`src/verilog/core_config.svh`:
```
// core build constants
`ifndef CORE_CONFIG_SVH
`define CORE_CONFIG_SVH

// instruction memory depth in 32-bit words
`define IMEM_DEPTH 64

// data memory depth in doublewords
`define DMEM_DEPTH 32

// first fetch address after reset
`define RESET_PC 64'h0000_0000_0000_0000

// custom opcode that ends the run
`define TRAP_OPCODE 7'h6b

`endif

```
`src/verilog/core_types_pkg.sv`:
```
// core datapath types
package core_types_pkg;

`include "core_config.svh"

  // data and address word
  typedef logic [63:0] xlen_t;

  typedef logic [31:0] inst_t;

  typedef logic [4:0] reg_addr_t;

  // word index into instruction memory
  typedef logic [$clog2(`IMEM_DEPTH)-1:0] imem_addr_t;

  // one phase per cycle and halt holds until reset
  typedef enum logic [2:0] {
    PHASE_FETCH     = 3'd0,
    PHASE_DECODE    = 3'd1,
    PHASE_EXECUTE   = 3'd2,
    PHASE_MEMORY    = 3'd3,
    PHASE_WRITEBACK = 3'd4,
    PHASE_HALT      = 3'd5
  } phase_t;

endpackage

```
`src/verilog/data_memory.sv`:
```
// doubleword data memory
`timescale 1ns/100ps

`include "core_config.svh"

module data_memory
  import core_types_pkg::*;
(
  input  logic   clock,
  input  phase_t phase_i,
  input  logic   ren_i,
  input  logic   wen_i,
  input  xlen_t  addr_i,
  input  xlen_t  wdata_i,
  output xlen_t  rdata_o
);

  localparam int DMEM_AW = $clog2(`DMEM_DEPTH);

  xlen_t              dmem [`DMEM_DEPTH];
  logic [DMEM_AW-1:0] word_idx;
  logic               mem_phase;

  // low three bits select a byte inside the doubleword
  assign word_idx  = addr_i[3 +: DMEM_AW];
  assign mem_phase = (phase_i == PHASE_MEMORY);

  always_ff @(posedge clock) begin
    if (mem_phase && wen_i) begin
      dmem[word_idx] <= wdata_i;
    end
  end

  always_ff @(posedge clock) begin
    if (mem_phase && ren_i) begin
      rdata_o <= dmem[word_idx];
    end
  end

endmodule

```
`config.mk`:
```
export PLATFORM = sky130hd
export DESIGN_NAME = data_memory
export DESIGN_NICKNAME = d
export VERILOG_FILES = /design/src/verilog/core_types_pkg.sv /design/src/verilog/data_memory.sv
export VERILOG_INCLUDE_DIRS = /design/src /design/src/verilog
export SDC_FILE = /design/constraint.sdc
export NUM_CORES = 1
export LEC_CHECK = 0
export ABC_AREA = 0
export ABC_CLOCK_PERIOD_IN_PS = 7450
export BUFFER_PORTS_ARGS = -buffer_cell sky130_fd_sc_hd__buf_2
export CAP_MARGIN = 25
export CORE_MARGIN = 4
export CORE_UTILIZATION = 28
export DETAILED_ROUTE_END_ITERATION = 10
export GPL_TIMING_DRIVEN = 1
export PLACE_DENSITY = 0.46
export SYNTH_ARGS = -nofsm -noshare
export SYNTH_HDL_FRONTEND = slang
export SYNTH_SLANG_ARGS = --single-unit
export TNS_END_PERCENT = 20
```
`constraint.sdc`:
```
create_clock -name clock -period 7.45 [get_ports clock]
set_input_delay 1.49 -clock clock [delete_from_list [all_inputs] [get_ports clock]]
set_output_delay 1.49 -clock clock [all_outputs]
set_load 0.05 [all_outputs]
```
# --- After elaboration in Yosys (flattened, before gate mapping) ---
# Memories as Yosys holds them, arrays and structs flattened. A register that Yosys moved wholly into a read port is not among the register bits.
# Cells that the tools add are included.
totals:
  reg_bits: 0
  latchBits: 0
  ramBits: 2048
  rom_bits: 0
  inputBits: 134
  out_inout_bits: 64
  wordCells: 6
  memories: 1
op_classes:
  add_sub_neg: 0
  mul: 0
  n_div: 0
  n_lt_le_gt_ge: 0
  eq_ne: 1
  shift: 0
  mux: 2
  n_bitwise: 0
  n_reduce_logical: 2
memory_table:
  columns: ["name", "words", "width", "rd", "rd_ports_with_merged_regs", "wr", "line_no", "source"]
  rows:
  - ["dmem", 32, 64, 1, 1, 1, "data_memory.sv:20", "xlen_t dmem [`DMEM_DEPTH];"]
ops:
  columns: ["cell", "count"]
  rows:
  - ["$eq 3x2->1 const B", 1]
  - ["$logic_and 1x1->1", 2]
  - ["$mux 1", 2]

# --- Longest topological paths before layout ---
depth:
  word_depth: 4
  mapped_depth: 8
  ltp_nobuf: 4

# --- Worst setup path after synthesis ---
# Ideal clock, no wire load.
synth_timing:
  path_kind: "input to register"
  startpoint: "input addr_i[4]"
  endpoint: "memory dmem[26][0] in the netlist's numbering (enable)"
  setup_time_ns: 0.565
  arrival_time_ns: 6.790
  t_required_ns: 6.885
  path_slack_ns: 0.096
  path_stages: 6
  n_path_buf: 4
  cell_sequence: "clkbuf_1 buf_2 buf_2 buf_2 nand2_1 nor3_1"
synth_lines:
  columns: ["item", "line_no", "source"]
  rows:
  - ["start: declaration", "data_memory.sv:13", "input xlen_t addr_i,"]
  - ["end: declaration", "data_memory.sv:20", null]
# No word-level cell before the write port.

==> run summary <==
STA
----------------------------------------------------------------------------
Actual transition at the worst max-transition pin                    1.11 ns
Worst-case setup margin in the final layout                          3.38 ns
Post-Route Setup TNS                                                    0 ns
Total setup violations reported at the end of the flow                     0
Number of hold violations in the final report                              0
Worst slack on hold paths                                           0.720 ns
Layout Skew                                                        0.0540 ns
Worst slew margin                                                      26.2%
Fmax achieved                                                      0.246 GHz
Final worst-path cycle share                                           54.6%
RSZ-0062 raised after global routing                                   false
Final Max Tran Viols                                                       0
Period minus WS final                                                4.07 ns

POWER AND IR DROP
----------------------------------------------------------------------------
Leak                                                               0.0309 uW
Maximum VDD drop                                                  0.000169 V
Total power divided by cell area                                 263 nW/um^2

CTS
----------------------------------------------------------------------------
Max clock buf depth                                                        4
Clock root buffer master                                           clkbuf_16
Worst skew pair latency                                              0.88 ns
Maximum level of the CTS H-tree                                            4
Clock tree from TritonCTS                                                yes
Clock-pin transition on the worst setup and hold timing paths        0.06 ns
TritonCTS buffer count                                                   219
Post-cts repair resize count                                               0
Number of buffers inserted to repair setup after CTS                       0
Hold buffers post-CTS                                                      0
Clock Sinks                                                             2112

GLOBAL ROUTE
----------------------------------------------------------------------------
Total gr overflow                                                          0
Via count of the first global-routing pass                             39800
Antenna violations before repair                                          25
GRT Total Usage                                                        14.9%
First-pass GRT wire length                                         312000 um
Largest net degree at the start of global routing                        110

PLACE
----------------------------------------------------------------------------
Gp weighted congestion                                                 0.704
Inst Count DP                                                           7901
HPWL reported at the end of detailed placement                     114000 um
Post-placement worst setup slack                                     2.51 ns
Number of buffer cells added on primary ports                            138

SYNTHESIS
----------------------------------------------------------------------------
Synthesized instance count                                              4141
Sequential element share of the synthesized area                       79.7%
Cell types occupying the most area after synthesis              edfxtp_1 (80%), mux2i_1 (13%), o22ai_1 (4.0%), buf_2 (1.1%), nor4_1 (1.0%)
Cell type with the highest aggregate area in the netlist            edfxtp_1
Top-area cell type share of the netlist area                           79.7%
Mapped Avg Cell Area                                               19.2 um^2
Area of the mapped netlist                                        79600 um^2
Register bit total from synthesis                                       2112
Count of distinct cell types in the synthesized netlist                   24
Synth warn                                                                 0
Net Count, Synth                                                        4275

FINISH
----------------------------------------------------------------------------
Non-filler instance count after layout                                  8302
Synth-to-layout area growth                                            15.5%
Number of fill cells in the layout                                     27100
Net count, final                                                        4513
Layout cell share with drive strength beyond 1                         12.4%

FLOW RUN
----------------------------------------------------------------------------
Max Cap Violations                                                         0

SETUP PATH
----------------------------------------------------------------------------
CP required                                                          8.04 ns
Number of cells on the worst reg-to-reg path                               4
Data arrival time of the worst path                                  4.66 ns
Critical Path Start                                                addr_i[4]
Reg-to-reg setup timing slack                                        5.60 ns
Highest fanout seen on the critical path                                  78
Worst r2r dst                                                    rdata_o[46]
Origin of the critical flop-to-flop path                         dmem[8][46]
Critical path endpoint category                                    flip-flop
Type of origin of the critical path                             primary input
Crit path capture                                                rdata_o[56]
Critical path start-end classification                                in2reg

FLOORPLANNING
----------------------------------------------------------------------------
Height of the chip                                                    541 um
Area of the die                                                  293000 um^2
Die width                                                             541 um
Placeable core region                                            283000 um^2
Starting Density                                                       28.2%
I/O pin total                                                            198
Number of placement rows                                                 195

MIN PATH
----------------------------------------------------------------------------
Worst min-delay path class                                           reg2reg
Source of the worst hold timing path                            dmem[28][23]

ROUTE
----------------------------------------------------------------------------
Post-DRT Antenna Nets                                                      0
DRC marker count from the first detailed-route iteration                3479
DR vias                                                                40200
Drt pass-1 iters                                                           5
Detail-routed net length per standard cell                           27.2 um
Final wirelength                                                   226000 um
Number of DRC violations after detailed routing                            0
Vias per std cell                                                       4.85

STATUS
----------------------------------------------------------------------------
Status                                                          finished clean

[cell usage after synthesis]
cell       number
o22ai_2         3
clkbuf_1       36
or4b_1          4
nor3_1          4
inv_1           1
nor2_1         31
nand4bb_1       6
nand3b_1        2
mux2i_1      1024
nand4_2         1
nor4_1        128
nand3_1         1
buf_4           6
edfxtp_1     2112
or4_4           1
nand2_1        68
nand4b_1        5
and4b_1         1
buf_6          16
buf_2         175
or3_1           3
or3b_2          2
buf_1           2
o22ai_1       509
[cells by family (layout without fill, tap and decap cells)]
logic type	count (synthesis)	after routing	synth area share, %
compound gates	512	512	4.05
buf+inv	236	644	1.57
flops	2112	2112	79.7
mux	1024	1024	12.9
other cells	0	10	0
simple gates	257	257	1.80
[per-layer routing]
layer / global-route usage, % / vias to the layer above / part of all wire [%]
met4: 3.81 / 2 / 2.3
met5: 0 / - / 0.0058
met1: 21.4 / 21400 / 46
met3: 2.24 / 330 / 4.6
li1: - / 17500 / -
met2: 23.8 / 1015 / 47
[layout make-up]
cell class | count | area [um^2] | share of cell area, %
timing repair buffer | 252 | 2000 | 2.18
sequential | 2112 | 63400 | 69.0
inverter | 1 | 3.75 | 0.00408
tap | 3743 | 4680 | 5.10
clock inverter | 114 | 797 | 0.867
clock buffer | 277 | 5720 | 6.22
antenna | 10 | 25.0 | 0.0272
multi-input combinational | 1793 | 15300 | 16.6
[worst max-delay path, cell delays in order]
cell	delay (ns)
buf_12	0.42
buf_4	0.61
buf_4	0.89
mux2i_1	0.26
o22ai_1	0.12
nor4_1	0.50
nand2_1	0.13
[how the worst min path moves through the flow]
| stage | to | slack (ns) | cells past startpoint |
|---|---|---|---|
| final | rdata_o[23] | 0.72 | 4 |
| after global routing | rdata_o[30] | 0.79 | 4 |
| after CTS | rdata_o[30] | 0.72 | 4 |
| after detailed placement | rdata_o[23] | 0.71 | 4 |
| after global placement | rdata_o[39] | 0.71 | 4 |
| after floorplan | rdata_o[62] | 0.65 | 4 |
[cells in the final DEF (no fill, tap or decap), drive strengths merged]
master and n:
clkinv 99, nor2 31, nand4bb 6, nor3 4
and4b 1, clkinvlp 2, nand3 1, nand2 68
buf 252, edfxtp 2112, mux2i 1024, clkbuf 277
diode 10, or4 1, nor4 128, o22ai 512
nand4 1, nand4b 5, or3b 2, inv 6
or3 3, nand3b 2, bufinv 8, or4b 4
[per-stage QoR]
stage	util, %	total power, uW	area (um^2)
6_report	32.5	24200	91900
2_1_floorplan	-	13900	79600
3_3_place_gp	30.2	14300	85200
3_5_place_dp	30.2	14300	85400
5_1_grt	32.5	25000	91900
4_1_cts	32.5	24500	91900
[state kept, by name (all words and copies together), names as in the netlist]
signal and flops:
rdata_o 64, dmem 2048
[power breakdown]
part | internal, uW | switching, uW
clock network | 5680 | 4490
logic | 278 | 609
registers | 13100 | 7.18
(Power assumes the default switching activity.)
