## src/verilog/core_config.svh

```systemverilog
// core build constants
`ifndef CORE_CONFIG_SVH
`define CORE_CONFIG_SVH

// instruction memory depth in 32-bit words
`define IMEM_DEPTH 64

// data memory depth in doublewords
`define DMEM_DEPTH 32

// first fetch address after reset
`define RESET_PC 64'h0000_0000_0000_0000

// custom opcode that ends the run
`define TRAP_OPCODE 7'h6b

`endif

```

## src/verilog/core_types_pkg.sv

```systemverilog
// core datapath types
package core_types_pkg;

`include "core_config.svh"

  // data and address word
  typedef logic [63:0] xlen_t;

  typedef logic [31:0] inst_t;

  typedef logic [4:0] reg_addr_t;

  // word index into instruction memory
  typedef logic [$clog2(`IMEM_DEPTH)-1:0] imem_addr_t;

  // one phase per cycle and halt holds until reset
  typedef enum logic [2:0] {
    PHASE_FETCH     = 3'd0,
    PHASE_DECODE    = 3'd1,
    PHASE_EXECUTE   = 3'd2,
    PHASE_MEMORY    = 3'd3,
    PHASE_WRITEBACK = 3'd4,
    PHASE_HALT      = 3'd5
  } phase_t;

endpackage

```

## src/verilog/fetch_unit.sv

```systemverilog
// instruction fetch
`timescale 1ns/100ps

`include "core_config.svh"

module fetch_unit
  import core_types_pkg::*;
(
  input  logic       clock,
  input  logic       reset,
  input  phase_t     phase_i,
  input  logic       pc_jump_i,
  input  xlen_t      pc_target_i,
  input  logic       prog_we_i,
  input  imem_addr_t prog_addr_i,
  input  inst_t      prog_data_i,
  output xlen_t      pc_o,
  output inst_t      inst_o
);

  localparam int IMEM_AW = $bits(imem_addr_t);

  inst_t      imem [`IMEM_DEPTH];
  xlen_t      pc_q;
  inst_t      ir_q;
  imem_addr_t pc_idx;

  // upper pc bits wrap around the memory
  assign pc_idx = pc_q[2 +: IMEM_AW];

  // program load port
  always_ff @(posedge clock) begin
    if (prog_we_i) begin
      imem[prog_addr_i] <= prog_data_i;
    end
  end

  always_ff @(posedge clock) begin
    if (phase_i == PHASE_FETCH) begin
      ir_q <= imem[pc_idx];
    end
  end

  // branch decision was registered at the end of execute
  always_ff @(posedge clock) begin
    if (reset) begin
      pc_q <= `RESET_PC;
    end else if (phase_i == PHASE_WRITEBACK) begin
      pc_q <= pc_jump_i ? pc_target_i : pc_q + xlen_t'(4);
    end
  end

  assign pc_o   = pc_q;
  assign inst_o = ir_q;

endmodule

```

## config.mk

```make
export PLATFORM = sky130hd
export DESIGN_NAME = fetch_unit
export DESIGN_NICKNAME = d
export VERILOG_FILES = /design/src/verilog/core_types_pkg.sv /design/src/verilog/fetch_unit.sv
export VERILOG_INCLUDE_DIRS = /design/src /design/src/verilog
export SDC_FILE = /design/constraint.sdc
export NUM_CORES = 2
export LEC_CHECK = 0
export BUFFER_PORTS_ARGS = -buffer_cell sky130_fd_sc_hd__clkbuf_2
export CORE_UTILIZATION = 28
export CTS_BUF_LIST = sky130_fd_sc_hd__clkbuf_4 sky130_fd_sc_hd__clkbuf_8
export DETAILED_ROUTE_END_ITERATION = 10
export RECOVER_POWER = 100
export SLEW_MARGIN = 40
export SYNTH_ARGS = -nofsm -noshare
export SYNTH_HDL_FRONTEND = slang
export SYNTH_SLANG_ARGS = --single-unit
```

## constraint.sdc

```tcl
create_clock -name clock -period 5.4 [get_ports clock]
set_clock_uncertainty 0.2 [all_clocks]
set_input_delay 1.08 -clock clock [delete_from_list [all_inputs] [get_ports clock]]
set_output_delay 1.08 -clock clock [all_outputs]
set_load 0.01 [all_outputs]
```

---- Word-level counts from Yosys, hierarchy flattened ----
Memory sizes are Yosys's and may differ from the RTL's. A register that Yosys moved wholly into a read port is not among the register bits.
Index checks and enable logic that the tools add are counted.
word-level totals
  memories kept ........................... 1
  flip-flop bits (word level) ............. 64
  bits in writable memories ............... 2,048
  output and inout bits ................... 96
cells by class
  muxes and demuxes ....................... 3
  eq/ne operators ......................... 1
  add/sub/neg operators ................... 1
  reductions and logical operators ........ 1
memory list
  memory  depth  width  rd ports  clocked after memory_dff  wr ports  RTL line          RTL
  imem    64     32     1         1                         1         fetch_unit.sv:23  inst_t imem [`IMEM_DEPTH];
operators by type and width
  cell                                                              count
  64-bit by 3-bit adder with 64-bit output (second input constant)  1
  64-bit two-way mux                                                1
  3-bit == test (second input constant)                             1
  3-bit logical NOT                                                 1
  1-bit two-way mux                                                 2

---- Depth between registers and ports, before layout ----
  depth in word-level cells ............... 2
  depth in mapped cells ................... 11

---- Worst setup path after synthesis ----
No wires, ideal clock.
  path type ............................... input to register
  start ................................... input prog_addr_i[3]
  end ..................................... memory imem[48][0] (netlist name), enable pin
  slack ................................... 0.935 ns
  data arrival time ....................... 3.804 ns
  cell stages on the path ................. 4
  setup time .............................. 0.461 ns
  path buffers ............................ 1
  path through ............................ clkbuf_1 -> nor2b_1 -> nand4b_1 -> nor3_1
RTL lines
  item         RTL line          RTL
  from (decl)  fetch_unit.sv:15  input imem_addr_t prog_addr_i,
  to (decl)    fetch_unit.sv:23
Straight into the memory's write port.

==> qor.json <==
{
  "cts-buffers-inserted": {"value": 354},
  "main_synth_ff_type": {"value": "sky130_fd_sc_hd__edfxtp_1"},
  "dr_wl_met2": {"value": 111400, "unit": "um"},
  "die_y": {"value": 546.6, "unit": "um"},
  "tritoncts": {"value": "built"},
  "worst_path_dominant_cell_family": {"value": "buffers and inverters"},
  "run_status": {"value": "finished, violations left"},
  "required_time_of_the_critical_path": {"value": 6.07, "unit": "ns"},
  "synth.top_cells.by_area": {"value": "sky130_fd_sc_hd__edfxtp_1 (75%), sky130_fd_sc_hd__mux4_2 (12%), sky130_fd_sc_hd__mux2i_1 (2.3%), sky130_fd_sc_hd__a22oi_1 (1.6%), sky130_fd_sc_hd__dfxtp_1 (1.5%)"},
  "core-area": {"value": 294600, "unit": "sq um"},
  "net-switching-power": {"value": 0.007525, "unit": "W"},
  "drt_met1_wl": {"value": 94810, "unit": "um"},
  "slew_viol_final": {"value": 3231},
  "rsz0062_at_grt": {"value": "no"},
  "syn2layout_area_growth": {"value": 15.59, "unit": "%"},
  "max_slew.worst_pin.slew": {"value": 3.910, "unit": "ns"},
  "final_ant_viol_nets": {"value": 0},
  "worst_path_largest_cell_delay": {"value": 1.79, "unit": "ns"},
  "reg2reg_setup_slack": {"value": 0.94, "unit": "ns"},
  "reg2reg_to": {"value": "inst_o[8]"},
  "gp_congestion": {"value": 0.9002},
  "post_cts.resized_instances": {"value": 0},
  "grt_antenna_before_repair": {"value": 15},
  "design.portCount": {"value": 205},
  "post_drt_wl_per_cell": {"value": 26.47, "unit": "um"},
  "cell_chosen_for_the_clock_root": {"value": "sky130_fd_sc_hd__clkbuf_8"},
  "detail_route.drc_violations": {"value": 0},
  "post_route_cells_drive_above_1_share": {"value": 24.55, "unit": "%"},
  "critical-path-slowest-cell": {"value": "sky130_fd_sc_hd__clkbuf_1"},
  "synthesis.area": {"value": 83060, "unit": "sq um"},
  "synth_top_cell_area_share": {"value": 75.20, "unit": "%"},
  "hold_path_startpoint": {"value": "pc_target_i[29]"},
  "period_needed": {"value": 4.455, "unit": "ns"},
  "worst_setup_hold_path_clk_slew": {"value": 0.06, "unit": "ns"},
  "yosys.cell_types.count": {"value": 70},
  "violations": {"value": "capacitance limit, slew limit"},
  "finalHoldViolations": {"value": 0},
  "placement_rows": {"value": 199},
  "detailedRoute.firstIterationViolations": {"value": 5268},
  "hold_path_end": {"value": "pc_o[29]"},
  "cp_cell_instances": {"value": "and2_0, clkbuf_1, a22oi_1, a21oi_1, or4_1"},
  "place.detailed.hpwl": {"value": 143700, "unit": "um"},
  "initial_utilization": {"value": 28.20, "unit": "%"},
  "synth_top_area_cell": {"value": "sky130_fd_sc_hd__edfxtp_1"},
  "logic_depth_of_the_worst_setup_path_including_buffers": {"value": 5},
  "setup_viol": {"value": 0},
  "vias_after_detailed_routing": {"value": 43650},
  "crit_fanout": {"value": 29},
  "ir_drop": {"value": 0.0001582, "unit": "V"},
  "start_kind": {"value": "register"},
  "type_of_destination_of_the_critical_path": {"value": "register"},
  "routed.top_layer": {"value": "met5"},
  "met3_length": {"value": 17140, "unit": "um"},
  "groute.usage.overall": {"value": 15.17, "unit": "%"},
  "max_slew_margin": {"value": -160.7, "unit": "%"},
  "die-width": {"value": 546.6, "unit": "um"},
  "grt_start_max_net_pins": {"value": 75},
  "crit_type": {"value": "reg2reg"},
  "io_buffer_count": {"value": 204},
  "synth-async-reset-ratio": {"value": 0, "unit": "%"},
  "period_share": {"value": 82.50, "unit": "%"},
  "synth_fp_nets": {"value": 4187},
  "pwr-share-comb": {"value": 4.7, "unit": "%"},
  "power_frac_seq": {"value": 54.3, "unit": "%"},
  "timing.critical_path.buf_inv": {"value": 1},
  "proportion_of_power_drawn_by_the_clock_network": {"value": 41.1, "unit": "%"},
  "postSynthCellCount": {"value": 4077},
  "filler_cell_count": {"value": 27970},
  "synth_edf_count": {"value": 2080},
  "grt_pass1_vias": {"value": 43610},
  "maxCapViolations": {"value": 86},
  "routed_via_density": {"value": 4.986},
  "maxClockFrequency": {"value": 0.2245, "unit": "GHz"},
  "crit-reg2reg-launch": {"value": "pc_o[5]"},
  "post_cts_buffers": {"value": 0},
  "grt_overflow": {"value": 0},
  "synthesis.yosys.warnings": {"value": 0},
  "whs_path_depth": {"value": 3},
  "cts_sinks": {"value": 2144},
  "die_area": {"value": 298800, "unit": "sq um"},
  "timing.hold.worst.class": {"value": "in2reg"},
  "postSynthAreaPerCell": {"value": 20.37, "unit": "sq um"},
  "intPower": {"value": 0.02660, "unit": "W"},
  "grt_pass1_wl": {"value": 327500, "unit": "um"},
  "powerDensity": {"value": 355.4, "unit": "nW/um^2"},
  "clock_tree_buffer_depth": {"value": 4},
  "finalNetCount": {"value": 4683},
  "power.leakage": {"value": 28.39, "unit": "nW"},
  "sequential_element_share_of_the_synthesized_area": {"value": 76.74, "unit": "%"},
  "power_switching_share": {"value": 22.05, "unit": "%"},
  "setup-tns-final": {"value": 0, "unit": "ns"},
  "worstSkewPairLatency": {"value": 1.08, "unit": "ns"},
  "route.final.wire_length": {"value": 231700, "unit": "um"},
  "cts.hold.buffers_added": {"value": 0},
  "cts_max_level": {"value": 5},
  "detailedRoute.firstPassIterationCount": {"value": 6},
  "critical_path_arrival": {"value": 5.13, "unit": "ns"},
  "ys_seq_elements": {"value": 2144},
  "hold_ws": {"value": 0.1123, "unit": "ns"},
  "r2r_cells": {"value": 5}
}
## power groups by stage
stage | clock, W | combinational [W] | sequential (W)
after floorplan | 0 | 0.000809 | 0.0188
after global placement | 0 | 0.00161 | 0.0188
after detailed placement | 0 | 0.00165 | 0.0188
after CTS | 0.0143 | 0.00165 | 0.0185
after global routing | 0.0150 | 0.00167 | 0.0185
final | 0.0140 | 0.00159 | 0.0185
## cells in the final DEF (no fill, tap or decap), types with 58 or more instances in the layout
master                     count
sky130_fd_sc_hd__mux2i_1     192
sky130_fd_sc_hd__a21oi_1     128
sky130_fd_sc_hd__nor2_1       95
sky130_fd_sc_hd__clkbuf_4     84
sky130_fd_sc_hd__clkbuf_1    229
sky130_fd_sc_hd__a22oi_1     176
sky130_fd_sc_hd__clkinv_1    100
sky130_fd_sc_hd__nand2_1     132
sky130_fd_sc_hd__nand3_1     124
sky130_fd_sc_hd__mux4_2      456
sky130_fd_sc_hd__clkbuf_8    360
sky130_fd_sc_hd__edfxtp_1   2080
sky130_fd_sc_hd__clkbuf_2     83
sky130_fd_sc_hd__dfxtp_1      58
## per-stage QoR
step           std cells  area (sq um)  setup WS, ns  power [W]  utilization, %
2_1_floorplan       4077         83060        0.9347    0.01959               -
3_3_place_gp        8112         89890         1.451    0.02044           30.52
3_5_place_dp        8129         90280         1.534    0.02048           30.65
4_1_cts             8738         97070         1.621    0.03442           32.96
5_1_grt             8748         95990        0.8873    0.03519           32.59
6_report            8754         96010        0.9448    0.03413           32.59
## logic make-up after synthesis
kind of cell / synth area share, %
flip-flops: 76.74
adder cells (fa/ha/maj): 0.01506
AO/OA/AOI/OAI: 4.022
AND/OR/NAND/NOR: 3.272
multiplexers: 14.68
buffers and inverters: 1.268
## how the worst max path moves through the flow
| stage | startpoint | endpoint | slack [ns] |
|---|---|---|---|
| finish | pc_o[5] | inst_o[8] | 0.94 |
| global route | prog_we_i | imem[38][24] | 0.89 |
| CTS | pc_o[3] | pc_o[3] | 1.62 |
| detailed placement | prog_addr_i[5] | imem[31][5] | 1.53 |
| global placement | prog_we_i | imem[0][20] | 1.45 |
| floorplan | prog_addr_i[3] | imem[48][0] | 0.93 |
## cell usage after synthesis (14+ instances only)
cell type                  count
sky130_fd_sc_hd__o21ai_0      47
sky130_fd_sc_hd__nor2b_1      14
sky130_fd_sc_hd__edfxtp_1   2080
sky130_fd_sc_hd__nor2_1      123
sky130_fd_sc_hd__a22o_1       22
sky130_fd_sc_hd__nand4_1      33
sky130_fd_sc_hd__nor3_1       24
sky130_fd_sc_hd__a21oi_1     129
sky130_fd_sc_hd__mux2i_1     192
sky130_fd_sc_hd__buf_2        70
sky130_fd_sc_hd__a22oi_1     176
sky130_fd_sc_hd__a31oi_1      20
sky130_fd_sc_hd__clkbuf_1    146
sky130_fd_sc_hd__nand3_1     123
sky130_fd_sc_hd__buf_1        17
sky130_fd_sc_hd__dfxtp_1      64
sky130_fd_sc_hd__and3_1       16
sky130_fd_sc_hd__o221ai_1     21
sky130_fd_sc_hd__mux4_2      456
sky130_fd_sc_hd__nand2_1     133
## sequential cells by signal, indices dropped and copies added, names as in the netlist
register and count:
imem 2048, inst_o 32, pc_o 64
## layer usage
metal  GRT usage, %  up-vias
met3          2.776      417
met5              0        -
met4          5.820        4
met2          24.60     2035
li1               -    18130
met1          20.19    23060
## worst min-delay path, cell delays in order
cell,delay (ns)
sky130_fd_sc_hd__clkbuf_2,0.09
sky130_fd_sc_hd__nand3_1,0.07
sky130_fd_sc_hd__a31oi_1,0.08
## layout make-up
class	count	area (sq um)	share of cell area [%]
multi-input combinational	1684	18500	19.27
antenna	9	22.52	0.02346
clock inverter	166	1212	1.263
clock buffer	443	5578	5.810
sequential	2144	63760	66.41
inverter	8	30.03	0.03128
timing repair buffer	381	2001	2.084
tap	3919	4903	5.107
No activity file was read; power rests on OpenSTA's default activity.
