`src/verilog/core_config.svh`:
```
// core build constants
`ifndef CORE_CONFIG_SVH
`define CORE_CONFIG_SVH

// instruction memory depth in 32-bit words
`define IMEM_DEPTH 64

// data memory depth in doublewords
`define DMEM_DEPTH 32

// first fetch address after reset
`define RESET_PC 64'h0000_0000_0000_0000

// custom opcode that ends the run
`define TRAP_OPCODE 7'h6b

`endif

```
`src/verilog/core_types_pkg.sv`:
```
// core datapath types
package core_types_pkg;

`include "core_config.svh"

  // data and address word
  typedef logic [63:0] xlen_t;

  typedef logic [31:0] inst_t;

  typedef logic [4:0] reg_addr_t;

  // word index into instruction memory
  typedef logic [$clog2(`IMEM_DEPTH)-1:0] imem_addr_t;

  // one phase per cycle and halt holds until reset
  typedef enum logic [2:0] {
    PHASE_FETCH     = 3'd0,
    PHASE_DECODE    = 3'd1,
    PHASE_EXECUTE   = 3'd2,
    PHASE_MEMORY    = 3'd3,
    PHASE_WRITEBACK = 3'd4,
    PHASE_HALT      = 3'd5
  } phase_t;

endpackage

```
`src/verilog/isa_pkg.sv`:
```
// rv64i subset encodings
package isa_pkg;

`include "core_config.svh"

  // major opcodes in inst[6:0]
  typedef enum logic [6:0] {
    OP_LOAD   = 7'h03,
    OP_IMM    = 7'h13,
    OP_STORE  = 7'h23,
    OP_REG    = 7'h33,
    OP_LUI    = 7'h37,
    OP_BRANCH = 7'h63,
    OP_TRAP   = `TRAP_OPCODE,
    OP_JAL    = 7'h6f
  } opcode_t;

  typedef enum logic [1:0] {
    ALU_ADD    = 2'd0,
    ALU_SUB    = 2'd1,
    ALU_PASS_B = 2'd2
  } alu_op_t;

  // funct3 codes
  localparam logic [2:0] F3_ADD    = 3'b000;
  localparam logic [2:0] F3_DOUBLE = 3'b011;
  localparam logic [2:0] F3_BEQ    = 3'b000;
  localparam logic [2:0] F3_BNE    = 3'b001;

  // funct7 for the register-register add group
  localparam logic [6:0] F7_ADD = 7'h00;
  localparam logic [6:0] F7_SUB = 7'h20;

endpackage

```
`src/verilog/execute_unit.sv`:
```
// alu and branch resolution
`timescale 1ns/100ps

module execute_unit
  import core_types_pkg::*;
  import isa_pkg::*;
(
  input  logic    clock,
  input  logic    reset,
  input  phase_t  phase_i,
  input  alu_op_t alu_op_i,
  input  xlen_t   op1_i,
  input  xlen_t   op2_i,
  input  xlen_t   imm_i,
  input  xlen_t   pc_i,
  input  logic    is_branch_i,
  input  logic    branch_ne_i,
  input  logic    is_jal_i,
  output xlen_t   result_o,
  output logic    pc_jump_o,
  output xlen_t   pc_target_o
);

  xlen_t alu_out;
  logic  operands_eq;
  logic  take_jump;

  always_comb begin
    case (alu_op_i)
      ALU_SUB:    alu_out = op1_i - op2_i;
      ALU_PASS_B: alu_out = op2_i;
      default:    alu_out = op1_i + op2_i;
    endcase
  end

  assign operands_eq = (op1_i == op2_i);

  // beq takes on equal, bne on not equal
  assign take_jump = is_jal_i | (is_branch_i & (operands_eq ^ branch_ne_i));

  always_ff @(posedge clock) begin
    if (reset) begin
      pc_jump_o <= 1'b0;
    end else if (phase_i == PHASE_EXECUTE) begin
      pc_jump_o <= take_jump;
    end
  end

  always_ff @(posedge clock) begin
    if (phase_i == PHASE_EXECUTE) begin
      result_o    <= alu_out;
      pc_target_o <= pc_i + imm_i;
    end
  end

endmodule

```
`config.mk`:
```
export PLATFORM = sky130hd
export DESIGN_NAME = execute_unit
export DESIGN_NICKNAME = d
export VERILOG_FILES = /design/src/verilog/core_types_pkg.sv /design/src/verilog/isa_pkg.sv /design/src/verilog/execute_unit.sv
export VERILOG_INCLUDE_DIRS = /design/src /design/src/verilog
export SDC_FILE = /design/constraint.sdc
export NUM_CORES = 1
export LEC_CHECK = 0
export BUFFER_PORTS_ARGS = -buffer_cell sky130_fd_sc_hd__buf_2
export CELL_PAD_IN_SITES_DETAIL_PLACEMENT = 1
export CELL_PAD_IN_SITES_GLOBAL_PLACEMENT = 2
export CORE_MARGIN = 8
export CORE_UTILIZATION = 34
export CTS_CLUSTER_DIAMETER = 200
export DETAILED_ROUTE_END_ITERATION = 10
export PLACE_DENSITY = 0.95
export SLEW_MARGIN = 15
export SYNTH_ARGS = -nofsm -noshare
export SYNTH_HDL_FRONTEND = slang
export SYNTH_SLANG_ARGS = --single-unit
```
`constraint.sdc`:
```
create_clock -name clock -period 26.9 [get_ports clock]
set_input_delay 4.035 -clock clock [delete_from_list [all_inputs] [get_ports clock]]
set_output_delay 4.035 -clock clock [all_outputs]
set_load 0.01 [all_outputs]
```
**Word level (Yosys, flattened, before mapping)**

Index checks and enable logic that the tools add are counted.

- Logic and storage cells: 14
- Memories kept: 0
- Bits of input ports: 266
- Bits in latches: 0
- Flip-flop bits (word level): 129
- ROM bits: 0
- Output and inout bits: 129
- Memory bits (writable): 0

- Shift operators: 0
- Reductions and logical operators: 0
- Multipliers: 0
- Bitwise gates (word level): 3
- Add/subtract/negate cells: 3
- Divide/modulo/power cells: 0
- Equal/unequal tests: 4
- Order comparisons: 0
- Mux-type cells: 1

Operators by type and width:

| operator | count |
|---|---|
| $add A64 B64 Y64 | 2 |
| $pmux W64 S2 | 1 |
| $eq A64 B64 Y1 | 1 |
| $sub A64 B64 Y64 | 1 |
| $eq A3 B2 Y1 const B | 1 |
| $eq A2 B1 Y1 const B | 1 |
| $eq A2 B2 Y1 const B | 1 |
| $and A1 B1 Y1 | 1 |
| $or A1 B1 Y1 | 1 |
| $xor A1 B1 Y1 | 1 |

**Logic depth before layout (Yosys ltp)**

- Depth in word-level cells: 4
- Gate-level depth with buffers: 14
- Depth with buffers taken out: 14

**Least setup slack after synthesis**

Ideal clock, no wire load.

- Path type: input-to-reg
- Start point: in phase_i[0]
- End point: reg pc_jump_o
- Library setup time: 0.568 ns
- Stages on the path: 2
- Buffers on the path: 0
- Setup slack: 12.633 ns
- Arrival time: 13.698 ns
- Required time: 26.332 ns
- Cell sequence: nor3b_1 -> a211oi_1

- Longest elaborated chain between the ends: 1

RTL lines:

| item | line | RTL |
|---|---|---|
| from (decl) | execute_unit.sv:10 | `input phase_t phase_i,` |
| $eq A3 B2 Y1 | execute_unit.sv:44 | `end else if (phase_i == PHASE_EXECUTE) begin` |
| to (signal assigned) | execute_unit.sv:45 | `pc_jump_o <= take_jump;` |
| to (decl) | execute_unit.sv:20 | `output logic pc_jump_o,` |

No other way between the ends.
A chain may end at the register's enable or synchronous reset.

**Worst setup path in the final report**

- Start point: in op2_i[3]
- End point: reg result_o[55], data pin

- Longest elaborated chain between the ends: 2
- Elaborated cells between the ends (all ways): 3
- Those cells by class: add/sub (2); mux (1)

RTL lines:

| item | line | RTL |
|---|---|---|
| from (decl) | execute_unit.sv:13 | `input xlen_t op2_i,` |
| $add A64 B64 Y64 or $sub A64 B64 Y64 (tied branches) | execute_unit.sv:32, execute_unit.sv:30 |  |
| $pmux W64 S2 (*) | execute_unit.sv:29 | `case (alu_op_i)` |
| named net alu_out[55] | execute_unit.sv:24 | `xlen_t alu_out;` |
| to (signal assigned) | execute_unit.sv:51 | `result_o <= alu_out;` |
| to (decl) | execute_unit.sv:19 | `output xlen_t result_o,` |

The timed path passes the listed nets; every way through them passes the cells marked *.

==> impl_summary.log <==
INFO  metric post-route-min-period = 7.72 ns
INFO  metric report.final.slew_viol_count = 0
INFO  metric number_of_placement_rows = 80
INFO  metric grt_pass1_vias = 18800
INFO  metric hold_path.class = flip-flop to flip-flop
INFO  metric via_count = 17800
INFO  metric cellPowerDensity = 46.0 mW/mm^2
INFO  metric drt_first_pass_iters = 5
INFO  metric post-synth-top-count-cell = a21oi_1
INFO  metric timing.critical_path.from_type = input pin
INFO  metric io_pins = 395
INFO  metric wirelength = 71700 um
INFO  metric maxClockFrequency = 130 MHz
INFO  metric die_height = 235 um
INFO  metric antenna_found_initial = 12
INFO  metric largest_net_degree_at_the_start_of_global_routing = 131
INFO  metric static-leakage-power = 8.48 nW
INFO  metric cts-htree-levels = 4
INFO  metric ir_worst_vdd = 0.0363 mV
INFO  metric worst_setup_path_startpoint = op2_i[3]
INFO  metric grt_pass1_wl = 111000 um
INFO  metric ff2ff_path_depth = 2
INFO  metric post_synthesis_cell_count = 2056
INFO  metric worst_r2r_startpoint = pc_jump_o
INFO  metric clock_latency_on_the_worst_skew_pair = 0.49 ns
INFO  metric fillerInstances = 5889
INFO  metric synth_flop_cell = edfxtp_1
INFO  metric finalCritPeriodShare = 0.287
INFO  metric gr-total-overflow = 0
INFO  metric io_buffers = 394
INFO  metric yosys.area.top_type = edfxtp_1
INFO  metric synth_seq_area_share = 0.238
INFO  metric post_synth.cell_area_avg = 7.91 sq um
INFO  metric r2r_setup_slack = 26.17 ns
INFO  metric setup_total_negative_slack = 0 ns
INFO  metric slew-limit-headroom = 0.390
INFO  metric timing.critical_path.slowest_cell_delay = 0.82 ns
INFO  metric gp_routability_congestion = 0.971
INFO  metric endpoint = result_o[55]
INFO  metric worst_setup_path_end_kind = flip-flop
INFO  metric vias_per_cell = 5.94
INFO  metric dpl_cell_area = 0.0186 sq mm
INFO  metric outcome = completed
INFO  metric capture_point_of_the_worst_reg_to_reg_path = pc_jump_o
INFO  metric detail-route-antenna-nets = 0
INFO  metric initial_core_util = 0.343
INFO  metric cts.clk_slew.worst_paths = 0.07 ns
INFO  metric cts-hold-fix-buffers = 0
INFO  metric areaGrowthSynthToFinish = 18.4%
INFO  metric synth_top_area_frac = 0.236
INFO  metric dr.first_iter.drc_count = 1401
INFO  metric timing_worst_slew_pin_value = 0.906 ns
INFO  metric cts_inserted_buffers = 17
INFO  metric synth-warning-count = 0
INFO  metric postSynthNetCount = 2517
INFO  metric postSynth.asyncResetShare = 0
INFO  metric tritoncts = yes
INFO  metric grt_setup_unrepaired = no
INFO  metric detailedPlacementHpwl = 56900 um
INFO  metric grtUsageTotal = 0.252
INFO  metric synth_commonest_cells = a21oi_1, ha_1, nor2_1
INFO  metric worst_hold_slack = 0.545 ns
INFO  metric synth_edf_count = 128
INFO  metric sink_count = 129
INFO  metric ctsRootBufferMaster = clkbuf_16
INFO  metric floorplan.die.width = 235 um
INFO  metric post-cts-setup-buffer-count = 0
INFO  metric wire_per_inst = 23.9 um
INFO  metric synth_area_leaders = edfxtp_1, ha_1, a21oi_1
INFO  metric fin_worst_skew = 0 ns
INFO  metric deepest_clock_path_buffer_count = 2
INFO  metric synth-seq-cells = 129
INFO  metric drv_cap = 0
INFO  metric timing.setup.critical_path_class = input pin to flip-flop
INFO  metric cts-resized-gates = 0
INFO  metric cp_cell_sequence = buf_2 > inv_1 > ha_1 > a21o_1 > a21oi_1 > a211oi_1 > nor2_1 > o211ai_1 > a2111oi_0 > nor2_1 > a211oi_1 > o21ai_0 > xnor2_1 > a221o_1
INFO  metric fin_area = 0.0193 sq mm
INFO  metric synth_area = 0.0163 sq mm
INFO  metric cp_max_fo = 10
INFO  metric final_hold_vio_count = 0
INFO  metric drive_gt1_frac = 0.198
INFO  metric crit_required = 27.15 ns
INFO  metric nNetsFinal = 2824
INFO  metric design.core.area = 0.0474 sq mm
INFO  metric post_synth_num_cell_types = 88
INFO  metric cp_slowest_cell = a2111oi_0
INFO  metric cp_data_arrival_time = 7.96 ns
INFO  metric floorplan.die_area = 0.0551 sq mm
INFO  metric setup_viol_count_final = 0
INFO  metric drc = 0
[worst max-delay path: cells and delay by family]
kind | cells | cell delay [ns]
and+or+nand+nor | 2 | 0.41
AOI/OAI and AO/OA | 8 | 2.81
xor gates and xnor gates | 1 | 0.16
buffers and inverters | 2 | 0.14
adders and majority gates | 1 | 0.39
[state kept, by name (all words and copies together), names as in the netlist]
| signal | cells |
|---|---|
| pc_jump_o | 1 |
| pc_target_o | 64 |
| result_o | 64 |
[how the worst min path moves through the flow]
stage	end	cells past startpoint	from
floorplan	pc_jump_o	2	pc_jump_o
global placement	pc_jump_o	2	pc_jump_o
detailed placement	pc_jump_o	2	pc_jump_o
CTS	pc_jump_o	2	pc_jump_o
global route	pc_jump_o	2	pc_jump_o
finish	pc_jump_o	2	pc_jump_o
[per-layer routing]
metal	vias up	GRT usage	wire (um)
met1	8772	0.298	29700
li1	8348	-	-
met3	120	0.0592	4620
met5	-	0	65
met2	596	0.443	35400
met4	10	0.0870	2000
[cell families after synthesis]
logic type                 Yosys count  synth area share
AOI/OAI and AO/OA                  839             0.345
DFF                                129             0.238
buffers and inverters              273            0.0649
and+or+nand+nor                    533             0.154
muxes                                3           0.00185
adders and majority gates          195             0.151
xor gates and xnor gates            84            0.0452
[layout by cell type (no fill, tap or decap), types with 7 or more instances in the layout]
cell type,Yosys,layout
o21bai_1,47,47
a21oi_1,259,259
o31ai_1,25,25
a221oi_1,14,14
clkbuf_16,0,17
ha_1,192,191
nor4_1,29,29
o21ai_0,142,142
or2_2,11,11
a41oi_1,8,8
buf_2,12,394
nand4_1,39,39
nor2_1,161,160
a211oi_1,22,22
o211ai_1,13,13
diode_2,0,12
nand2b_1,20,20
nand3_1,21,21
a22oi_1,12,12
nor3_1,34,34
a31oi_1,26,26
and2_1,7,7
o21a_1,15,15
o22ai_1,13,13
a221o_1,42,42
o31a_1,8,8
and3_1,8,8
xor2_1,28,28
o221ai_1,23,23
a21o_1,71,71
nand2_1,156,155
nor2b_1,23,22
xnor2_1,56,56
inv_1,159,159
edfxtp_1,128,128
a22o_1,22,22
[area by class of cell]
class | count | area [sq um] | area share
multi-input combinational | 1654 | 11400 | 0.590
tap | 615 | 769 | 0.0399
inverter | 160 | 601 | 0.0312
antenna | 12 | 30.0 | 0.00156
sequential | 129 | 3860 | 0.201
timing repair buffer | 401 | 2040 | 0.106
clock buffer | 19 | 433 | 0.0225
clock inverter | 13 | 159 | 0.00825
[power by group]
group	switching [mW]	internal (mW)
Sequential	0.00404	0.245
Clock	0.107	0.145
Combinational	0.243	0.142
Total	0.354	0.532
[stage by stage]
step | worst slack (ns) | total power [mW] | utilization | cells
2_1_floorplan | 12.63 | 0.505 | - | 2056
3_3_place_gp | 18.82 | 0.626 | 0.393 | 2959
3_5_place_dp | 18.69 | 0.633 | 0.393 | 2959
4_1_cts | 19.24 | 0.892 | 0.405 | 2991
5_1_grt | 18.98 | 0.936 | 0.406 | 2995
6_report | 19.18 | 0.886 | 0.406 | 3003
Note: power is estimated with default switching activity, not from simulation.
