**src/verilog/core_config.svh**
```systemverilog
// core build constants
`ifndef CORE_CONFIG_SVH
`define CORE_CONFIG_SVH

// instruction memory depth in 32-bit words
`define IMEM_DEPTH 64

// data memory depth in doublewords
`define DMEM_DEPTH 32

// first fetch address after reset
`define RESET_PC 64'h0000_0000_0000_0000

// custom opcode that ends the run
`define TRAP_OPCODE 7'h6b

`endif

```
**src/verilog/core_types_pkg.sv**
```systemverilog
// core datapath types
package core_types_pkg;

`include "core_config.svh"

  // data and address word
  typedef logic [63:0] xlen_t;

  typedef logic [31:0] inst_t;

  typedef logic [4:0] reg_addr_t;

  // word index into instruction memory
  typedef logic [$clog2(`IMEM_DEPTH)-1:0] imem_addr_t;

  // one phase per cycle and halt holds until reset
  typedef enum logic [2:0] {
    PHASE_FETCH     = 3'd0,
    PHASE_DECODE    = 3'd1,
    PHASE_EXECUTE   = 3'd2,
    PHASE_MEMORY    = 3'd3,
    PHASE_WRITEBACK = 3'd4,
    PHASE_HALT      = 3'd5
  } phase_t;

endpackage

```
**src/verilog/isa_pkg.sv**
```systemverilog
// rv64i subset encodings
package isa_pkg;

`include "core_config.svh"

  // major opcodes in inst[6:0]
  typedef enum logic [6:0] {
    OP_LOAD   = 7'h03,
    OP_IMM    = 7'h13,
    OP_STORE  = 7'h23,
    OP_REG    = 7'h33,
    OP_LUI    = 7'h37,
    OP_BRANCH = 7'h63,
    OP_TRAP   = `TRAP_OPCODE,
    OP_JAL    = 7'h6f
  } opcode_t;

  typedef enum logic [1:0] {
    ALU_ADD    = 2'd0,
    ALU_SUB    = 2'd1,
    ALU_PASS_B = 2'd2
  } alu_op_t;

  // funct3 codes
  localparam logic [2:0] F3_ADD    = 3'b000;
  localparam logic [2:0] F3_DOUBLE = 3'b011;
  localparam logic [2:0] F3_BEQ    = 3'b000;
  localparam logic [2:0] F3_BNE    = 3'b001;

  // funct7 for the register-register add group
  localparam logic [6:0] F7_ADD = 7'h00;
  localparam logic [6:0] F7_SUB = 7'h20;

endpackage

```
**src/verilog/decode_unit.sv**
```systemverilog
// instruction decode
`timescale 1ns/100ps

module decode_unit
  import core_types_pkg::*;
  import isa_pkg::*;
(
  input  logic      clock,
  input  logic      reset,
  input  phase_t    phase_i,
  input  inst_t     inst_i,
  input  xlen_t     pc_i,
  input  xlen_t     rs1_data_i,
  input  xlen_t     rs2_data_i,
  output reg_addr_t rs1_o,
  output reg_addr_t rs2_o,
  output reg_addr_t rd_o,
  output logic      rd_wen_o,
  output logic      mem_ren_o,
  output logic      mem_wen_o,
  output logic      is_branch_o,
  output logic      branch_ne_o,
  output logic      is_jal_o,
  output logic      is_trap_o,
  output alu_op_t   alu_op_o,
  output xlen_t     op1_o,
  output xlen_t     op2_o,
  output xlen_t     store_data_o,
  output xlen_t     imm_o,
  output xlen_t     pc_o
);

  opcode_t    opcode;
  logic [2:0] funct3;
  logic [6:0] funct7;
  xlen_t      imm_i_type;
  xlen_t      imm_s_type;
  xlen_t      imm_b_type;
  xlen_t      imm_u_type;
  xlen_t      imm_j_type;

  logic    d_rd_wen;
  logic    d_mem_ren;
  logic    d_mem_wen;
  logic    d_is_branch;
  logic    d_branch_ne;
  logic    d_is_jal;
  logic    d_is_trap;
  alu_op_t d_alu_op;
  xlen_t   d_op1;
  xlen_t   d_op2;
  xlen_t   d_imm;

  assign opcode = opcode_t'(inst_i[6:0]);
  assign funct3 = inst_i[14:12];
  assign funct7 = inst_i[31:25];

  // register file is read combinationally during decode
  assign rs1_o = inst_i[19:15];
  assign rs2_o = inst_i[24:20];

  assign imm_i_type = {{52{inst_i[31]}}, inst_i[31:20]};
  assign imm_s_type = {{52{inst_i[31]}}, inst_i[31:25], inst_i[11:7]};
  assign imm_b_type = {{52{inst_i[31]}}, inst_i[7], inst_i[30:25], inst_i[11:8], 1'b0};
  assign imm_u_type = {{32{inst_i[31]}}, inst_i[31:12], 12'h000};
  assign imm_j_type = {{44{inst_i[31]}}, inst_i[19:12], inst_i[20], inst_i[30:21], 1'b0};

  always_comb begin
    d_rd_wen    = 1'b0;
    d_mem_ren   = 1'b0;
    d_mem_wen   = 1'b0;
    d_is_branch = 1'b0;
    d_branch_ne = 1'b0;
    d_is_jal    = 1'b0;
    d_is_trap   = 1'b0;
    d_alu_op    = ALU_ADD;
    d_op1       = rs1_data_i;
    d_op2       = imm_i_type;
    d_imm       = imm_i_type;
    case (opcode)
      OP_IMM: begin
        d_rd_wen = (funct3 == F3_ADD);
      end
      OP_REG: begin
        if (funct3 == F3_ADD && (funct7 == F7_ADD || funct7 == F7_SUB)) begin
          d_rd_wen = 1'b1;
          d_op2    = rs2_data_i;
          d_alu_op = (funct7 == F7_SUB) ? ALU_SUB : ALU_ADD;
        end
      end
      OP_LUI: begin
        d_rd_wen = 1'b1;
        d_op1    = '0;
        d_op2    = imm_u_type;
        d_imm    = imm_u_type;
        d_alu_op = ALU_PASS_B;
      end
      OP_LOAD: begin
        d_rd_wen  = (funct3 == F3_DOUBLE);
        d_mem_ren = (funct3 == F3_DOUBLE);
      end
      OP_STORE: begin
        d_mem_wen = (funct3 == F3_DOUBLE);
        d_op2     = imm_s_type;
        d_imm     = imm_s_type;
      end
      OP_BRANCH: begin
        // execute compares op1 against op2
        d_is_branch = (funct3 == F3_BEQ || funct3 == F3_BNE);
        d_branch_ne = (funct3 == F3_BNE);
        d_op2       = rs2_data_i;
        d_imm       = imm_b_type;
      end
      OP_JAL: begin
        d_is_jal = 1'b1;
        d_rd_wen = 1'b1;
        d_imm    = imm_j_type;
      end
      OP_TRAP: begin
        d_is_trap = 1'b1;
      end
      default: begin
        // anything else retires as a nop
      end
    endcase
  end

  always_ff @(posedge clock) begin
    if (reset) begin
      rd_wen_o    <= 1'b0;
      mem_ren_o   <= 1'b0;
      mem_wen_o   <= 1'b0;
      is_branch_o <= 1'b0;
      branch_ne_o <= 1'b0;
      is_jal_o    <= 1'b0;
      is_trap_o   <= 1'b0;
      alu_op_o    <= ALU_ADD;
    end else if (phase_i == PHASE_DECODE) begin
      rd_wen_o    <= d_rd_wen;
      mem_ren_o   <= d_mem_ren;
      mem_wen_o   <= d_mem_wen;
      is_branch_o <= d_is_branch;
      branch_ne_o <= d_branch_ne;
      is_jal_o    <= d_is_jal;
      is_trap_o   <= d_is_trap;
      alu_op_o    <= d_alu_op;
    end
  end

  always_ff @(posedge clock) begin
    if (phase_i == PHASE_DECODE) begin
      rd_o         <= inst_i[11:7];
      op1_o        <= d_op1;
      op2_o        <= d_op2;
      store_data_o <= rs2_data_i;
      imm_o        <= d_imm;
      pc_o         <= pc_i;
    end
  end

endmodule

```
**config.mk**
```make
export PLATFORM = sky130hd
export DESIGN_NAME = decode_unit
export DESIGN_NICKNAME = d
export VERILOG_FILES = /design/src/verilog/core_types_pkg.sv /design/src/verilog/isa_pkg.sv /design/src/verilog/decode_unit.sv
export VERILOG_INCLUDE_DIRS = /design/src /design/src/verilog
export SDC_FILE = /design/constraint.sdc
export NUM_CORES = 1
export LEC_CHECK = 0
export BUFFER_PORTS_ARGS = -buffer_cell sky130_fd_sc_hd__clkbuf_2
export CAP_MARGIN = 40
export CORE_AREA = 2 2 225 227
export CTS_CLUSTER_DIAMETER = 200
export DETAILED_ROUTE_END_ITERATION = 16
export DIE_AREA = 0 0 227 229
export GPL_TIMING_DRIVEN = 0
export HOLD_SLACK_MARGIN = 0.05
export PLACE_DENSITY_LB_ADDON = 0.15
export SKIP_LAST_GASP = 1
export SLEW_MARGIN = 25
export SYNTH_ARGS = -nofsm -noshare
export SYNTH_HDL_FRONTEND = slang
export SYNTH_SLANG_ARGS = --single-unit
```
**constraint.sdc**
```tcl
create_clock -name clock -period 18.46 [get_ports clock]
set_clock_uncertainty 0.15 [all_clocks]
set_input_delay 2.769 -clock clock [delete_from_list [all_inputs] [get_ports clock]]
set_output_delay 2.769 -clock clock [all_outputs]
set_load 0.03 [all_outputs]
```
# --- Word level (Yosys, flattened, before mapping) ---
# Index checks and enable logic that the tools add are counted.
totals:
  ff_bits: 302
  input_bits: 229
  elab_cells: 46
op_classes:
  n_reduce_logical: 6
  muxes: 14
  eq_ne: 12
ops:
  columns: ["op", "count"]
  rows:
  - ["case mux 64 bit (4 select lines)", 1]
  - ["case mux 31 bit (4 select lines)", 1]
  - ["two-way mux 64 bit", 1]
  - ["== test 7 x 6 -> 1 bit (second input constant)", 4]
  - ["== test 7 bit (second input constant)", 3]
  - ["two-way mux 1 bit", 9]
  - ["== test 7 x 2 -> 1 bit (second input constant)", 1]
  - ["== test 7 x 5 -> 1 bit (second input constant)", 1]
  - ["logical NOT 7 bit", 1]
  - ["== test 3 x 1 -> 1 bit (second input constant)", 2]
  - ["case mux 1 bit (4 select lines)", 1]
  - ["case mux 2 bit (2 select lines)", 1]
  - ["== test 3 x 2 -> 1 bit (second input constant)", 1]
  - ["logical NOT 3 bit", 1]
  - ["logical OR 1 bit", 2]
  - ["OR reduction 2 bit", 1]
  - ["logical AND 1 bit", 1]

# --- Logic depth before layout (Yosys ltp) ---
logic_depth:
  depth_word: 5
  ltp_mapped: 7
  ltp_nobuf: 4

# --- Worst setup path after synthesis ---
# OpenSTA, ideal clock, no wires.
synth_timing:
  path_kind: "input -> register"
  start: "input port phase_i[0]"
  end: "register imm_o[0], enable pin"
  path_stages: 2
  setup_slack_ns: 7.447
  path_buffers: 0
  arrival_time_ns: 8.366
  path_cell_list: "or3b_2 clkinv_1"
synth_between:
  elab_chain_len: 1
synth_lines:
  columns: ["item", "line_no", "source"]
  rows:
  - ["from (decl)", "decode_unit.sv:10", "input phase_t phase_i,"]
  - ["== test 3 x 1 -> 1 bit", "decode_unit.sv:151", "if (phase_i == PHASE_DECODE) begin"]
  - ["to (signal assigned)", "decode_unit.sv:156", "imm_o <= d_imm;"]
  - ["to (decl)", "decode_unit.sv:29", "output xlen_t imm_o,"]
# No other way between the ends.
# A chain may end at the register's enable or synchronous reset.

# --- Worst setup path in the final report ---
layout_timing:
  start: "input port inst_i[21]"
  end: "output port rs2_o[1]"
layout_rtl:
  columns: ["item", "line_no", "source"]
  rows:
  - ["from (decl)", "decode_unit.sv:11", "input inst_t inst_i,"]
  - ["to (decl)", "decode_unit.sv:16", "output reg_addr_t rs2_o,"]
# No word-level cell between the ends.

==> results.json <==
{
  "synth_seq_area_share_pct": 80.3,
  "hold_end": "mem_wen_o",
  "reg2reg_from": "branch_ne_o",
  "setup_viol": 0,
  "num-fill-cells": 5099,
  "hold_buffers": 0,
  "drive_above_1_share_pct": 54.2,
  "start_util_pct": 22.5,
  "first_global_vias": 7727,
  "clockPowerShare_pct": 41.1,
  "nets": 1482,
  "io_pins": 573,
  "r2r-end": "branch_ne_o",
  "dp.cells": 1885,
  "yosys.area_share.simple_pct": 7.86,
  "synth-compound-area-share_pct": 7.03,
  "switchingPower_uw": 415,
  "switching_share_pct": 24.9,
  "hold_violations": 0,
  "synth.area.mux_share_pct": 0.447,
  "grt-ovfl-total": 0,
  "clkLatencyLatePin_ps": 530,
  "rr_worst_depth": 2,
  "cp_slowest_stage_delay_ps": 230,
  "drc_errors": 0,
  "die_h_um": 229,
  "grt_usage_pct": 13.4,
  "htree_levels": 2,
  "cts-root-buf": "clkbuf_16",
  "p_comb_share_pct": 11.1,
  "powerDensity_nw_per_um2": 103,
  "synth.avg_cell_area_um2": 17.6,
  "synth_top_family_by_area": "simple AND/OR/NAND/NOR gates",
  "worstPathArrival_ps": 3340,
  "grt_pass1_wl_mm": 51.1,
  "final.period_utilization_pct": 33.9,
  "firstDrtPassIters": 4,
  "die_area_um2": 52000,
  "holdCritPathClass": "reg -> reg",
  "place.gp.congestion": 0.778,
  "pre_cts_ws_ps": 12190,
  "outcome": "complete, no violations",
  "yosysTopAreaCell": "edfxtp_1",
  "syn-cell-area_um2": 11200,
  "grt_max_degree": 71,
  "maxCapViolations": 0,
  "synth_top_area_share_pct": 78.6,
  "ff2ff_setup_slack_ps": 17690,
  "min_period_ps": 6260,
  "io_buffers": 571,
  "vias": 7773,
  "synthAdderAreaFrac_pct": 0,
  "worst_pin_slew_ps": 804,
  "hold_depth": 2,
  "ant_nets": 0,
  "cts_sinks": 302,
  "rows": 82,
  "viasPerCell": 3.98,
  "final.setup.tns_ps": 0,
  "cts_buffers": 38,
  "p_leak_uw": 0.00692,
  "ys_ff_latch": 302,
  "max_slew_margin_pct": 46.0,
  "n_antenna_cell": 0,
  "critPathMaxFanout": 5,
  "cp_slowest_cell": "clkbuf_2",
  "synth_cell_types": 38,
  "hp-start": "mem_wen_o",
  "seq_power_share_pct": 47.8,
  "start_kind": "input port",
  "area_growth_pct": 44.5,
  "endpoint_kind": "output port",
  "fin_cells": 1953,
  "antenna_found_initial": 3,
  "wl_mm": 36.5,
  "crit_chain": "clkbuf_2 > buf_4 > clkbuf_2",
  "hpwlAfterDp_mm": 27.7,
  "die_x_um": 227,
  "irDropWorstVdd_mv": 0.0557,
  "drt-initial-drc-count": 386,
  "placeableCoreArea_um2": 49700,
  "rsz0062_at_grt": "false",
  "clk_path_buf_depth": 3,
  "p_int_uw": 1250,
  "cts.clk_slew.worst_paths_ps": 50,
  "setup_slack_ps": 12200,
  "crit_top_cell": "clkbuf_2",
  "cts-resized-gates": 0,
  "critPathRequiredTime_ps": 15540,
  "fmax_mhz": 160,
  "cts_tree": "yes",
  "wl_per_cell_um": 18.7,
  "yosys_warnings": 0,
  "syn-num-nets": 866,
  "critPathKind": "in -> out",
  "synth_xor_area_share_pct": 0,
  "synth_cells": 637,
  "synth_area_leaders": "edfxtp_1 79%, nor2b_1 4.1%, buf_4 3.0%, a21o_1 2.9%, a221o_1 2.2%",
  "slew_viol_final": 0,
  "postCtsSetupBuffers": 0
}
==> power groups by stage <==
stage	Clock (uW)	Combinational (uW)	Sequential, uW
after global routing	736	197	799
final	685	186	796
after floorplan	0	43.5	881
after global placement	0	185	820
after CTS	712	189	797
after detailed placement	0	189	811
==> through the flow <==
stage	instance area [um^2]	power (uW)	hold WS (ps)	utilization, %
finish	16200	1670	307	32.5
global route	16200	1730	334	32.5
CTS	16200	1700	310	32.5
detailed placement	15000	999	299	30.2
floorplan	11200	924	430	-
global placement	14900	1010	296	30.0
==> sequential cells by signal (all words and copies together), names as in the netlist <==
name and count:
op1_o 64, op2_o 64, pc_o 64, store_data_o 64
imm_o 32, rd_o 5, alu_op_o 2, branch_ne_o 1
is_branch_o 1, is_jal_o 1, is_trap_o 1, mem_ren_o 1
mem_wen_o 1, rd_wen_o 1
==> per-layer routing <==
metal | GRT usage [%] | wire (um) | part of all wire [%]
met4 | 4.49 | 840 | 2.3
met1 | 15.2 | 13800 | 38
met2 | 23.1 | 18400 | 50
met5 | 0 | 32 | 0.088
met3 | 4.84 | 3510 | 9.6
==> cell families (layout without fill, tap and decap cells) <==
logic type,Yosys count,after routing
compound gates,98,98
buf+inv,76,720
flops,302,302
mux,5,5
simple gates,156,156
==> Yosys cell counts <==
cell type and instances:
nand4_1 5, buf_1 1, a22o_1 11, o31ai_2 1
mux2i_1 5, nand3b_1 4, a21oi_1 10, nand4b_2 1
nor2_1 15, a2111oi_2 1, or3b_2 1, nor3_1 4
clkinv_1 1, edfxtp_1 293, a221o_1 25, nor2b_1 73
or4_1 1, or3b_1 3, buf_2 13, o21a_1 1
and2_4 1, nor3b_1 2, o21ai_0 5, nand2b_1 1
and4_1 1, nand3_1 2, a211oi_1 1, nor4_1 3
inv_1 1, dfxtp_1 9, or3_1 2, clkbuf_1 12
buf_4 45, buf_6 3, nor3_2 1, a21o_1 43
nand2_1 35, and2_1 1
==> area by class of cell <==
| class | count | area (um^2) | area share, % |
|---|---|---|---|
| Inverter | 2 | 12.5 | 0.0774 |
| Clock inverter | 14 | 70.1 | 0.434 |
| Buffer | 74 | 485 | 3.00 |
| Multi-Input combinational cell | 259 | 1720 | 10.6 |
| Sequential cell | 302 | 8980 | 55.6 |
| Tap cell | 672 | 841 | 5.20 |
| Timing Repair Buffer | 576 | 2980 | 18.5 |
| Clock buffer | 54 | 1070 | 6.65 |
==> worst max-delay path, delay by kind of cell <==
family	cells	cell delay (ps)
buffers and inverters	3	570
==> cells in the final DEF, fill, tap and decap left out, drive strengths merged, types with 11 or more instances in the layout <==
| master | n |
|---|---|
| clkbuf | 637 |
| edfxtp | 293 |
| nor2b | 73 |
| buf | 67 |
| a21o | 43 |
| nand2 | 35 |
| a221o | 25 |
| nor2 | 15 |
| clkinv | 13 |
| a22o | 11 |
==> worst max path at each step <==
stage / start / endpoint
floorplan: phase_i[0] / imm_o[0]
detailed placement: inst_i[21] / rs2_o[1]
global route: inst_i[21] / rs2_o[1]
finish: inst_i[21] / rs2_o[1]
global placement: phase_i[0] / pc_o[33]
CTS: inst_i[21] / rs2_o[1]
(Power assumes the default switching activity.)
